[config.mk]
export PLATFORM = sky130hd
export DESIGN_NAME = front_end
export DESIGN_NICKNAME = d
export VERILOG_FILES = /design/src/verilog/decode_pkg.sv /design/src/verilog/fetch_pkg.sv /design/src/verilog/front_end.sv /design/src/verilog/if_id.sv /design/src/verilog/inst_decode.sv /design/src/verilog/pc_fetch.sv /design/src/verilog/stall_ctrl.sv
export VERILOG_INCLUDE_DIRS = /design/src /design/src/verilog
export SDC_FILE = /design/constraint.sdc
export NUM_CORES = 1
export LEC_CHECK = 0
export ABC_AREA = 0
export BUFFER_PORTS_ARGS = -buffer_cell sky130_fd_sc_hd__buf_2
export CORE_MARGIN = 2
export CORE_UTILIZATION = 61
export CTS_BUF_LIST = sky130_fd_sc_hd__clkbuf_4 sky130_fd_sc_hd__clkbuf_8 sky130_fd_sc_hd__clkbuf_16
export CTS_CLUSTER_DIAMETER = 40
export DETAILED_ROUTE_END_ITERATION = 12
export PLACE_DENSITY = 0.83
export SETUP_SLACK_MARGIN = 0.4
export SLEW_MARGIN = 10
export SYNTH_ARGS = -nofsm -noshare
export SYNTH_HDL_FRONTEND = slang
export SYNTH_HIERARCHICAL = 1
export SYNTH_SLANG_ARGS = --single-unit
export TNS_END_PERCENT = 20
[constraint.sdc]
create_clock -name clk -period 18.1 [get_ports clk]
set_clock_uncertainty 0.05 [all_clocks]
set_input_delay 3.62 -clock clk [delete_from_list [all_inputs] [get_ports clk]]
set_output_delay 3.62 -clock clk [all_outputs]
set_load 0.01 [all_outputs]
[src/verilog/front_defs.svh]
`ifndef FRONT_DEFS_SVH
`define FRONT_DEFS_SVH

// address of the very first fetch after reset
`define PC_RESET 64'h0000_0000_8000_0000

// datapath widths of the front end
`define PC_WIDTH 64
`define INST_WIDTH 32

// sequential pc increment, no compressed instructions
`define INST_STEP 4

// one stall bit per pipeline stage
// bit 0 pc, bit 1 if_id, bit 2 decode
// bits 3 and 4 belong to the back end
`define STALL_WIDTH 5

`endif

[src/verilog/decode_pkg.sv]
`include "front_defs.svh"

package decode_pkg;

    // rv64 base opcodes, inst[6:0]
    localparam logic [6:0] opc_lui      = 7'b0110111;
    localparam logic [6:0] opc_auipc    = 7'b0010111;
    localparam logic [6:0] opc_jal      = 7'b1101111;
    localparam logic [6:0] opc_jalr     = 7'b1100111;
    localparam logic [6:0] opc_branch   = 7'b1100011;
    localparam logic [6:0] opc_load     = 7'b0000011;
    localparam logic [6:0] opc_store    = 7'b0100011;
    localparam logic [6:0] opc_op_imm   = 7'b0010011;
    localparam logic [6:0] opc_op       = 7'b0110011;
    localparam logic [6:0] opc_op_imm_w = 7'b0011011;
    localparam logic [6:0] opc_op_w     = 7'b0111011;
    localparam logic [6:0] opc_system   = 7'b1110011;

    typedef enum logic [3:0] {
        cls_lui,
        cls_auipc,
        cls_jal,
        cls_jalr,
        cls_branch,
        cls_load,
        cls_store,
        cls_op_imm,
        cls_op,
        cls_op_imm_w,
        cls_op_w,
        cls_system,
        cls_illegal
    } op_class_t;

    // what the front end hands to the back end
    typedef struct packed {
        logic                 valid;
        logic [`PC_WIDTH-1:0] pc;
        op_class_t            op_class;
        logic [4:0]           rd;
        logic [4:0]           rs1;
        logic [4:0]           rs2;
        logic [2:0]           funct3;
        logic [6:0]           funct7;
        logic [`PC_WIDTH-1:0] imm;    // sign extended to full width
    } decoded_t;

endpackage

[src/verilog/fetch_pkg.sv]
`include "front_defs.svh"

package fetch_pkg;

    // per-stage stall bits, set means that stage holds its state
    typedef logic [`STALL_WIDTH-1:0] stall_vec_t;

    localparam int stall_pc   = 0;
    localparam int stall_ifid = 1;
    localparam int stall_dec  = 2;

    // waiting on instruction memory, only the pc stage holds
    localparam stall_vec_t stall_fetch_wait = `STALL_WIDTH'b00001;
    // back end busy, freeze everything up to and including decode
    localparam stall_vec_t stall_be_hold = `STALL_WIDTH'b00111;

    // one fetched instruction on its way to decode
    typedef struct packed {
        logic                   valid;
        logic [`PC_WIDTH-1:0]   pc;
        logic [`INST_WIDTH-1:0] inst;
    } fetch_slot_t;

endpackage

[src/verilog/front_end.sv]
`timescale 1ns/1ps

`include "front_defs.svh"

module front_end import fetch_pkg::*, decode_pkg::*; (
    input  logic                   clk,
    input  logic                   reset,
    output logic [`PC_WIDTH-1:0]   imem_addr,
    output logic                   imem_req,
    input  logic [`INST_WIDTH-1:0] imem_data,
    input  logic                   imem_valid,
    input  logic                   be_hold,
    output decoded_t               decoded_out
);

    stall_vec_t           stall;
    logic                 bubble;
    logic                 redirect_valid;
    logic [`PC_WIDTH-1:0] redirect_pc;
    fetch_slot_t          fetch_slot;
    fetch_slot_t          id_slot;

    pc_fetch pc_fetch_i (
        .clk            (clk),
        .reset          (reset),
        .stall          (stall),
        .redirect_valid (redirect_valid),
        .redirect_pc    (redirect_pc),
        .imem_valid     (imem_valid),
        .imem_data      (imem_data),
        .imem_addr      (imem_addr),
        .imem_req       (imem_req),
        .fetch_slot     (fetch_slot)
    );

    stall_ctrl stall_ctrl_i (
        .clk        (clk),
        .reset      (reset),
        .imem_req   (imem_req),
        .imem_valid (imem_valid),
        .be_hold    (be_hold),
        .stall      (stall),
        .bubble     (bubble)
    );

    // a taken jal flushes the fetch-to-decode register
    if_id if_id_i (
        .clk      (clk),
        .reset    (reset),
        .flush    (redirect_valid),
        .bubble   (bubble),
        .stall    (stall),
        .slot_in  (fetch_slot),
        .slot_out (id_slot)
    );

    inst_decode inst_decode_i (
        .clk            (clk),
        .reset          (reset),
        .stall          (stall),
        .slot           (id_slot),
        .redirect_valid (redirect_valid),
        .redirect_pc    (redirect_pc),
        .decoded_out    (decoded_out)
    );

endmodule

[src/verilog/if_id.sv]
`timescale 1ns/1ps

module if_id import fetch_pkg::*; (
    input  logic        clk,
    input  logic        reset,
    input  logic        flush,
    input  logic        bubble,
    input  stall_vec_t  stall,
    input  fetch_slot_t slot_in,
    output fetch_slot_t slot_out
);

    logic hold;

    // full front end freeze, pc, if_id and decode all stalled
    assign hold = stall[stall_pc] & stall[stall_ifid] & stall[stall_dec];

    always_ff @(posedge clk) begin
        if (reset) begin
            slot_out <= '0;
        end else if (flush) begin
            // taken jump in decode, drop whatever fetch delivered
            slot_out <= '0;
        end else if (!hold) begin
            if (bubble) begin
                slot_out <= '0;     // fetch still waiting on memory
            end else begin
                slot_out <= slot_in;
            end
        end
    end

endmodule

[src/verilog/inst_decode.sv]
`timescale 1ns/1ps

`include "front_defs.svh"

module inst_decode import fetch_pkg::*, decode_pkg::*; (
    input  logic                 clk,
    input  logic                 reset,
    input  stall_vec_t           stall,
    input  fetch_slot_t          slot,
    output logic                 redirect_valid,
    output logic [`PC_WIDTH-1:0] redirect_pc,
    output decoded_t             decoded_out
);

    logic [`INST_WIDTH-1:0] inst;
    logic [6:0]             opcode;
    op_class_t              op_class;
    logic [`PC_WIDTH-1:0]   imm_i;
    logic [`PC_WIDTH-1:0]   imm_s;
    logic [`PC_WIDTH-1:0]   imm_b;
    logic [`PC_WIDTH-1:0]   imm_u;
    logic [`PC_WIDTH-1:0]   imm_j;
    logic [`PC_WIDTH-1:0]   imm;
    decoded_t               dec;

    assign inst   = slot.inst;
    assign opcode = inst[6:0];

    // immediate formats, all sign extended from inst[31]
    assign imm_i = {{(`PC_WIDTH-12){inst[31]}}, inst[31:20]};
    assign imm_s = {{(`PC_WIDTH-12){inst[31]}}, inst[31:25], inst[11:7]};
    assign imm_b = {{(`PC_WIDTH-13){inst[31]}}, inst[31], inst[7], inst[30:25],
                    inst[11:8], 1'b0};
    assign imm_u = {{(`PC_WIDTH-32){inst[31]}}, inst[31:12], 12'b0};
    assign imm_j = {{(`PC_WIDTH-21){inst[31]}}, inst[31], inst[19:12], inst[20],
                    inst[30:21], 1'b0};

    always_comb begin
        case (opcode)
            opc_lui:      op_class = cls_lui;
            opc_auipc:    op_class = cls_auipc;
            opc_jal:      op_class = cls_jal;
            opc_jalr:     op_class = cls_jalr;
            opc_branch:   op_class = cls_branch;
            opc_load:     op_class = cls_load;
            opc_store:    op_class = cls_store;
            opc_op_imm:   op_class = cls_op_imm;
            opc_op:       op_class = cls_op;
            opc_op_imm_w: op_class = cls_op_imm_w;
            opc_op_w:     op_class = cls_op_w;
            opc_system:   op_class = cls_system;
            default:      op_class = cls_illegal;
        endcase
    end

    // pick the format that goes with the class
    always_comb begin
        case (op_class)
            cls_lui, cls_auipc:   imm = imm_u;
            cls_jal:              imm = imm_j;
            cls_branch:           imm = imm_b;
            cls_store:            imm = imm_s;
            cls_jalr, cls_load, cls_op_imm, cls_op_imm_w, cls_system: begin
                imm = imm_i;
            end
            default:              imm = '0;   // register ops and illegal
        endcase
    end

    always_comb begin
        dec.valid    = slot.valid;
        dec.pc       = slot.pc;
        dec.op_class = op_class;
        dec.rd       = inst[11:7];
        dec.rs1      = inst[19:15];
        dec.rs2      = inst[24:20];
        dec.funct3   = inst[14:12];
        dec.funct7   = inst[31:25];
        dec.imm      = imm;
    end

    // jal resolved here, fetch jumps and if_id is flushed at the same edge
    assign redirect_valid = slot.valid & (op_class == cls_jal) & ~stall[stall_dec];
    assign redirect_pc    = slot.pc + imm_j;

    always_ff @(posedge clk) begin
        if (reset) begin
            decoded_out.valid <= 1'b0;
        end else if (!stall[stall_dec]) begin
            decoded_out <= dec;
        end
    end

endmodule

[src/verilog/pc_fetch.sv]
`timescale 1ns/1ps

`include "front_defs.svh"

module pc_fetch import fetch_pkg::*, decode_pkg::*; (
    input  logic                   clk,
    input  logic                   reset,
    input  stall_vec_t             stall,
    input  logic                   redirect_valid,
    input  logic [`PC_WIDTH-1:0]   redirect_pc,
    input  logic                   imem_valid,
    input  logic [`INST_WIDTH-1:0] imem_data,
    output logic [`PC_WIDTH-1:0]   imem_addr,
    output logic                   imem_req,
    output fetch_slot_t            fetch_slot
);

    logic [`PC_WIDTH-1:0] pc;
    logic                 pending;  // pc holds an address not yet fetched
    logic                 accept;
    logic                 is_jal;

    assign imem_addr = pc;
    assign imem_req  = pending;

    // memory answered and the pc stage is free to move on
    assign accept = pending & imem_valid & ~stall[stall_pc];

    // peek at the opcode so fetch can park behind a jump
    assign is_jal = (imem_data[6:0] == opc_jal);

    always_ff @(posedge clk) begin
        if (reset) begin
            pc      <= `PC_RESET;
            pending <= 1'b1;
        end else if (redirect_valid) begin
            // jump target from decode wins over everything
            pc      <= redirect_pc;
            pending <= 1'b1;    // re-arm the request at the target
        end else if (accept) begin
            pc <= pc + `PC_WIDTH'(`INST_STEP);
            // the word after a jal is never used, so stop asking
            // until decode sends the target back
            pending <= ~is_jal;
        end
    end

    // the slot is only valid in the cycle the word is taken
    always_comb begin
        fetch_slot.valid = accept;
        fetch_slot.pc    = pc;
        fetch_slot.inst  = imem_data;
    end

endmodule

[src/verilog/stall_ctrl.sv]
`timescale 1ns/1ps

module stall_ctrl import fetch_pkg::*; (
    input  logic       clk,
    input  logic       reset,
    input  logic       imem_req,
    input  logic       imem_valid,
    input  logic       be_hold,
    output stall_vec_t stall,
    output logic       bubble
);

    logic started;      // high from the first edge after reset
    logic fetch_wait;

    // requests only count once the front end has left reset
    always_ff @(posedge clk) begin
        if (reset) begin
            started <= 1'b0;
        end else begin
            started <= 1'b1;
        end
    end

    // pc has an outstanding address and memory has not answered yet
    assign fetch_wait = started & imem_req & ~imem_valid;

    always_comb begin
        stall  = '0;
        bubble = 1'b0;
        if (started && be_hold) begin
            // back end hold covers any fetch wait as well
            stall = stall_be_hold;
        end else if (fetch_wait) begin
            stall  = stall_fetch_wait;
            bubble = 1'b1;      // decode gets an empty slot meanwhile
        end
    end

endmodule
== After elaboration in Yosys (flattened, before gate mapping) ==
Index checks and enable logic that the tools add are counted.
Word-level totals
  register bits after elaboration: 321
  bits of input ports: 36
  word-level logic and storage cells: 69
  output and inout bits: 223
Cells by class
  reduce and logical (&&, ||, !) cells: 7
  mux-type cells: 10
  bitwise logic cells: 13
  equal/unequal tests: 22
  add/subtract/negate cells: 2
Operators with widths (count)
  $pmux W64 S5: 1
  $mux W64: 2
  $mux W97: 1
  $add A64 B3 Y64 const B: 1
  $add A64 B64 Y64: 1
  $pmux W4 S12: 1
  $eq A7 B7 Y1 const B: 5
  $eq A7 B6 Y1 const B: 4
  $eq A7 B5 Y1 const B: 3
  $eq A4 B3 Y1 const B: 4
  $and A1 B1 Y1: 8
  $eq A4 B2 Y1 const B: 2
  $eq A4 B4 Y1 const B: 2
  $eq A7 B2 Y1 const B: 1
  $not A1 Y1: 5
  $reduce_or A5 Y1: 1
  $eq A4 B1 Y1 const B: 1
  $logic_not A4 Y1: 1
  $mux W1: 4
  $reduce_or A2 Y1: 2
  $mux W3: 1
  $reduce_and A2 Y1: 1
  $reduce_bool A2 Y1: 1
  $logic_and A1 B1 Y1: 1

== Logic depth before layout (Yosys ltp) ==
Gate-level depths: netlist of the first run.
  depth after elaboration: 8
  gate-level depth with buffers: 15

== Cells and area by module ==
Netlist of the first run, hierarchy kept.
Modules (own cells, without submodules)
  inst_decode: times used 1, cells each 827, area an instance 8376.8 µm²
  if_id: times used 1, cells each 455, area an instance 5313.8 µm²
  pc_fetch: times used 1, cells each 574, area an instance 4581.9 µm²
  stall_ctrl: times used 1, cells each 10, area an instance 86.3 µm²

== Worst setup path before layout of the first run ==
Ideal clock, no wire load.
  path type: in2reg
  from: in be_hold
  to: reg inst_decode_i/decoded_out[0] (netlist name)
  path slack: 8.378 ns
  stages on the path: 3
  data arrival time: 9.059 ns
  buffers on the path: 1
  cell sequence: and2_1 > buf_4 > nor2_1
On the way
  cells in the longest elaborated chain, start to end: 4
RTL lines
  start, declared: line front_end.sv:12  | input logic be_hold,
  $logic_and A1 B1 Y1: line stall_ctrl.sv:31  | if (started && be_hold) begin
  $mux W3: line stall_ctrl.sv:31
  named net stall[2]: line front_end.sv:16  | stall_vec_t stall;
  $not A1 Y1 (no source line)
  $reduce_and A2 Y1 (no source line)
The timed path passes the listed nets, and every way through them passes these cells.
A chain may end at the register's enable or synchronous reset.

== Final worst setup path of the first run ==
  from: in reset
  to: reg inst_decode_i/decoded_out[116] (netlist name)
On the way
  cells in the longest elaborated chain, start to end: 2
RTL lines
  start, declared: line front_end.sv:7  | input logic reset,
  $not A1 Y1 (no source line)
  $reduce_and A2 Y1 (no source line)
Every way passes these cells.

==> results of run 1 <==
-- registers in the layout, summed over array words and instances (netlist names) --
name / count
pc_fetch_i/imem_req: 1
if_id_i/slot_out: 97
pc_fetch_i/imem_addr: 64
inst_decode_i/decoded_out: 126
stall_ctrl_i/started: 1
-- through the flow --
step           setup slack (ps)  area, sq um
2_1_floorplan              8380        18300
3_5_place_dp              11380        18600
5_1_grt                   11710        20100
6_report                  11870        20100
3_3_place_gp              11510        18600
4_1_cts                   11930        20100
-- cell usage in the layout, fill, tap and decap left out, types with 13 or more instances in the layout --
cell type	count
nand4_1	37
inv_1	33
xor2_1	23
clkbuf_16	40
a211oi_1	36
nor3b_1	101
and2_1	13
a21oi_1	83
nand3_1	34
buf_2	257
and3_1	26
o21ai_0	47
nor4_1	19
nor2_1	107
and4_1	16
a21o_1	52
nand2b_1	13
xnor2_1	58
nor2b_1	13
nor3_1	33
mux2_2	24
nor4b_1	78
edfxtp_1	125
mux2_1	43
nor4b_2	30
nand2_1	116
dfxtp_1	163
ha_1	63
mux2_4	30
-- power by group through the flow --
stage / clock network (W) / logic, W / registers [W]
after CTS: 0.000869 / 0.000113 / 0.000714
after global placement: 0 / 0.000110 / 0.000726
final: 0.000861 / 0.000114 / 0.000714
after floorplan: 0 / 0.0000788 / 0.000733
after detailed placement: 0 / 0.000112 / 0.000727
after global routing: 0.000893 / 0.000124 / 0.000716
-- routing by layer --
| metal | wire [um] | share of wire (%) |
|---|---|---|
| met1 | 19900 | 43 |
| met2 | 22100 | 48 |
| met3 | 3240 | 7.0 |
| met4 | 1100 | 2.4 |
| met5 | 0 | 0 |
-- final cells by class --
cell class | count | share of cell area (%)
Clock inverter | 28 | 2.21
Clock buffer | 46 | 5.21
Multi-Input combinational cell | 1272 | 47.5
Timing Repair Buffer | 270 | 6.98
Inverter | 36 | 0.673
Sequential cell | 289 | 35.0
Tap cell | 390 | 2.43
-- worst paths after layout --
path | slack (ps) | cells after the start | from | end
worst max register to register | 13660 | 14 | if_id_i/slot_out[31] | pc_fetch_i/imem_addr[62]
worst max-delay path | 11870 | 4 | reset | inst_decode_i/decoded_out[116]
worst min-delay path | 400 | 0 | if_id_i/slot_out[57] | inst_decode_i/decoded_out[118]
worst min register to register | 400 | 0 | if_id_i/slot_out[57] | inst_decode_i/decoded_out[118]
==> results.cfg, run 1 <==
[global_routing]
grt_max_degree = 189
grt_util_met3_pct = 4.88
gr-total-overflow = 0
gr-usage-met2_pct = 46.5
antenna_found_initial = 0
grt_first_pass_wirelength_um = 72400
grt_util_met1_pct = 38.7
grt_pass1_vias = 13500
gr-usage-all-layers_pct = 28.5
busiest_layer = met2

[logic_synthesis]
netlist_instances = 1863
ys_warn_count = 6
synth_area_sq_um = 18300
avgSynthCellArea_sq_um = 9.84
syn_nets = 1963

[clocking]
post_cts_resized = 0
cts-htree-levels = 2
cts_tree = yes
clk_latency_ps = 560
cts_setup_buffers = 0
clk_path_buf_depth = 3
clk_pin_slew_worst_paths_ps = 60
clock-sinks = 289
cts-buffers-inserted = 40
cts_hold_buffers = 0
cts-root-buf = clkbuf_16

[sta]
period_needed_ps = 6230
slew_headroom_pct = 22.6
hold_slack_ps = 404
tns_ps = 0
setup_viol = 0
hold_viol_final = 0
slew_violations = 0
rsz0062_at_grt = no
max_freq_mhz = 160
fin_crit_sh_pct = 34.4
tightest_slew_ps = 1160

[run_status]
status = completed

[floorplanning]
die_y_um = 177
start_util_pct = 61.9
core_area_sq_um = 29600
dieArea_sq_um = 31500
rows = 63
die_w_um = 177
io_pins = 259

[critical_path]
crit_family = buffers and inverters
slowest_stage = buf_4
max_stage_delay_ps = 790
worstSetupStartpointType = input port
crit_chain = clkbuf_8 -> buf_4 -> nor2_4 -> buf_4
crit_path_max_fanout = 132
required_ps = 18210
crit_top_cell = buf_4
crit_buf_inv = 3
crit_path_end_kind = flop
arrival_ps = 6340
path_class = input port to flop

[power]
swShare_pct = 23.9
pwr_density_cell_nw_per_um2 = 84.0
pwr-share-comb_pct = 6.7
finalPower_w = 0.00169
clkPwrFrac_pct = 51.0
p_int_w = 0.00128
p_sw_w = 0.000404
seqPwrFrac_pct = 42.3
cellLeakagePower_nw = 8.33
max-vdd-ir-drop_uv = 66.7

[detailed_routing]
ant_nets = 0
vias = 14600
wirelength_um = 46400
drc = 0
via_per_inst = 6.27
first_iter_violations = 1278
wl_per_cell_um = 19.9
drt_pass1_iterations = 6

[run]
drv_cap = 0

[finish]
utilization_pct = 67.8
nFillCells = 2292
area_growth_syn_to_layout_pct = 9.52
fin_nets = 2009
multi_input_area_sq_um = 9530
seqCellArea_sq_um = 7040
drive_above_1_share_pct = 23.6
insertedDiodeCount = 0
stdcell_count = 2331

[placed_design]
gp_congestion = 0.909
post-place-cells = 2257
io_buffers = 258
dp_hpwl_um = 31800

[min_path]
hp-class = flop to flop
No activity file was read; power rests on OpenSTA's default activity.
==> run 2: changes to the inputs <==
--- a/config.mk
+++ b/config.mk
@@ -9,11 +9,11 @@
 export ABC_AREA = 0
 export BUFFER_PORTS_ARGS = -buffer_cell sky130_fd_sc_hd__buf_2
 export CORE_MARGIN = 2
-export CORE_UTILIZATION = 61
+export CORE_UTILIZATION = 53
 export CTS_BUF_LIST = sky130_fd_sc_hd__clkbuf_4 sky130_fd_sc_hd__clkbuf_8 sky130_fd_sc_hd__clkbuf_16
 export CTS_CLUSTER_DIAMETER = 40
 export DETAILED_ROUTE_END_ITERATION = 12
-export PLACE_DENSITY = 0.83
+export PLACE_DENSITY = 0.77
 export SETUP_SLACK_MARGIN = 0.4
 export SLEW_MARGIN = 10
 export SYNTH_ARGS = -nofsm -noshare
==> constraint.sdc (replaced) <==
create_clock -name clk -period 5.55 [get_ports clk]
set_clock_uncertainty 0.05 [all_clocks]
set_input_delay 1.11 -clock clk [delete_from_list [all_inputs] [get_ports clk]]
set_output_delay 1.11 -clock clk [all_outputs]
set_load 0.01 [all_outputs]
==> run 2 against run 1 <==
Net effect:
- power rose to 3.2 times the previous value
- clock power rose to 3.1 times the previous value
- critical path type is now flop to flop
- via count up 0.54%
==> results.cfg, run 2 (synthesized netlist as in run 1, its figures left out) <==
[detailed_routing]
ant_nets = 0
wl_per_cell_um = 19.9
drt_pass1_iterations = 7
wirelength_um = 47800
first_iter_violations = 1059
drc = 0
via_per_inst = 6.12
vias = 14700

[critical_path]
path_class = flop to flop
crit_family = compound AO/OA/AOI/OAI gates
crit_path_max_fanout = 31
crit_buf_inv = 1
crit_path_end_kind = flop
worstSetupStartpointType = flop
slowest_stage = dfxtp_2
crit_chain = ha_1 -> nand4_1 -> a211oi_1 -> a21oi_1 -> o22ai_1 -> nor2_1 -> a21oi_1 -> o2111ai_2 -> a21boi_1 -> a21oi_1 -> xnor2_1 -> inv_1 -> a2111oi_0
required_ps = 5920
crit_top_cell = a21oi_1
arrival_ps = 4600
max_stage_delay_ps = 800

[clocking]
clk_latency_ps = 540
clk_path_buf_depth = 3
clock-sinks = 289
cts-root-buf = clkbuf_16
cts_hold_buffers = 0
cts_tree = yes
clk_pin_slew_worst_paths_ps = 60
post_cts_resized = 0
cts-htree-levels = 2
cts-buffers-inserted = 43
cts_setup_buffers = 0

[floorplanning]
rows = 68
start_util_pct = 53.5
die_w_um = 190
die_y_um = 190
core_area_sq_um = 34300
dieArea_sq_um = 36100
io_pins = 259

[finish]
layout_commonest_cell = buf_2
regMostFlops = inst_decode_i/decoded_out
largest_reg_flops = 126
stdcell_area_sq_um = 20100
area_growth_syn_to_layout_pct = 9.85
fin_nets = 2012
nFillCells = 2932
drive_above_1_share_pct = 23.8
insertedDiodeCount = 0
layout_common_cells = buf_2, dfxtp_1, edfxtp_1

[run]
drv_cap = 0

[sta]
slew_headroom_pct = 23.9
slew_violations = 0
setup_viol = 0
setup_ws_ps = 1320
tightest_slew_ps = 1140
tns_ps = 0
fin_crit_sh_pct = 76.2
hold_viol_final = 0
rsz0062_at_grt = no
period_needed_ps = 4230
max_freq_mhz = 237

[placed_design]
dp_hpwl_um = 32900
placed_cell_area_sq_um = 18700
place_ws_ps = 1400
io_buffers = 258
gp_congestion = 0.920

[run_status]
status = completed

[power]
p_int_w = 0.00398
swShare_pct = 25.3
seqPwrFrac_pct = 43.6
clkPwrFrac_pct = 49.3
cellLeakagePower_nw = 8.32
max-vdd-ir-drop_uv = 207
p_sw_w = 0.00135
pwr_density_cell_nw_per_um2 = 265
pwr-share-comb_pct = 7.0

[global_routing]
grt_max_degree = 162
grt_first_pass_wirelength_um = 74300
grt_pass1_vias = 13700
gr-total-overflow = 0
antenna_found_initial = 1
gr-usage-all-layers_pct = 25.5

[min_path]
hp-class = flop to flop
[run 2: power groups by stage]
stage	registers, W	logic (W)	clock network (W)
floorplan	0.00239	0.000257	0
global placement	0.00237	0.000365	0
detailed placement	0.00237	0.000372	0
CTS	0.00233	0.000374	0.00268
global route	0.00233	0.000408	0.00277
finish	0.00233	0.000376	0.00263
[run 2: path summary, 6_finish.rpt]
path / from / end / slack, ps / cells after the start
min: if_id_i/slot_out[36] / inst_decode_i/decoded_out[97] / 400 / 0
max reg2reg: if_id_i/slot_out[31] / pc_fetch_i/imem_addr[55] / 1320 / 13
max: if_id_i/slot_out[31] / pc_fetch_i/imem_addr[55] / 1320 / 13
min reg2reg: if_id_i/slot_out[36] / inst_decode_i/decoded_out[97] / 400 / 0
[run 2: final cells by class]
class / instances / area, sq um / area share [%]
Multi-Input combinational cell: 1272 / 9530 / 47.3
Clock inverter: 32 / 282 / 1.40
Timing Repair Buffer: 270 / 1450 / 7.21
Clock buffer: 48 / 1140 / 5.65
Tap cell: 455 / 569 / 2.83
Sequential cell: 289 / 7040 / 34.9
Inverter: 36 / 135 / 0.671
[run 2: layer usage]
layer | up-vias | track usage (%) | wire, um
li1 | 6935 | - | -
met1 | 7087 | 33.0 | 20200
met2 | 582 | 43.0 | 23200
met3 | 89 | 4.57 | 3270
met4 | 0 | 8.32 | 1140
met5 | - | 0 | 0
[run 2: metrics by stage]
step                utilization (%)  instances  hold slack, ps  power, W
floorplan                         -       1863             373   0.00264
global placement               54.6       2322             384   0.00273
detailed placement             54.6       2322             394   0.00274
CTS                            58.8       2402             405   0.00539
global route                   58.8       2402             418   0.00551
finish                         58.8       2402             399   0.00533
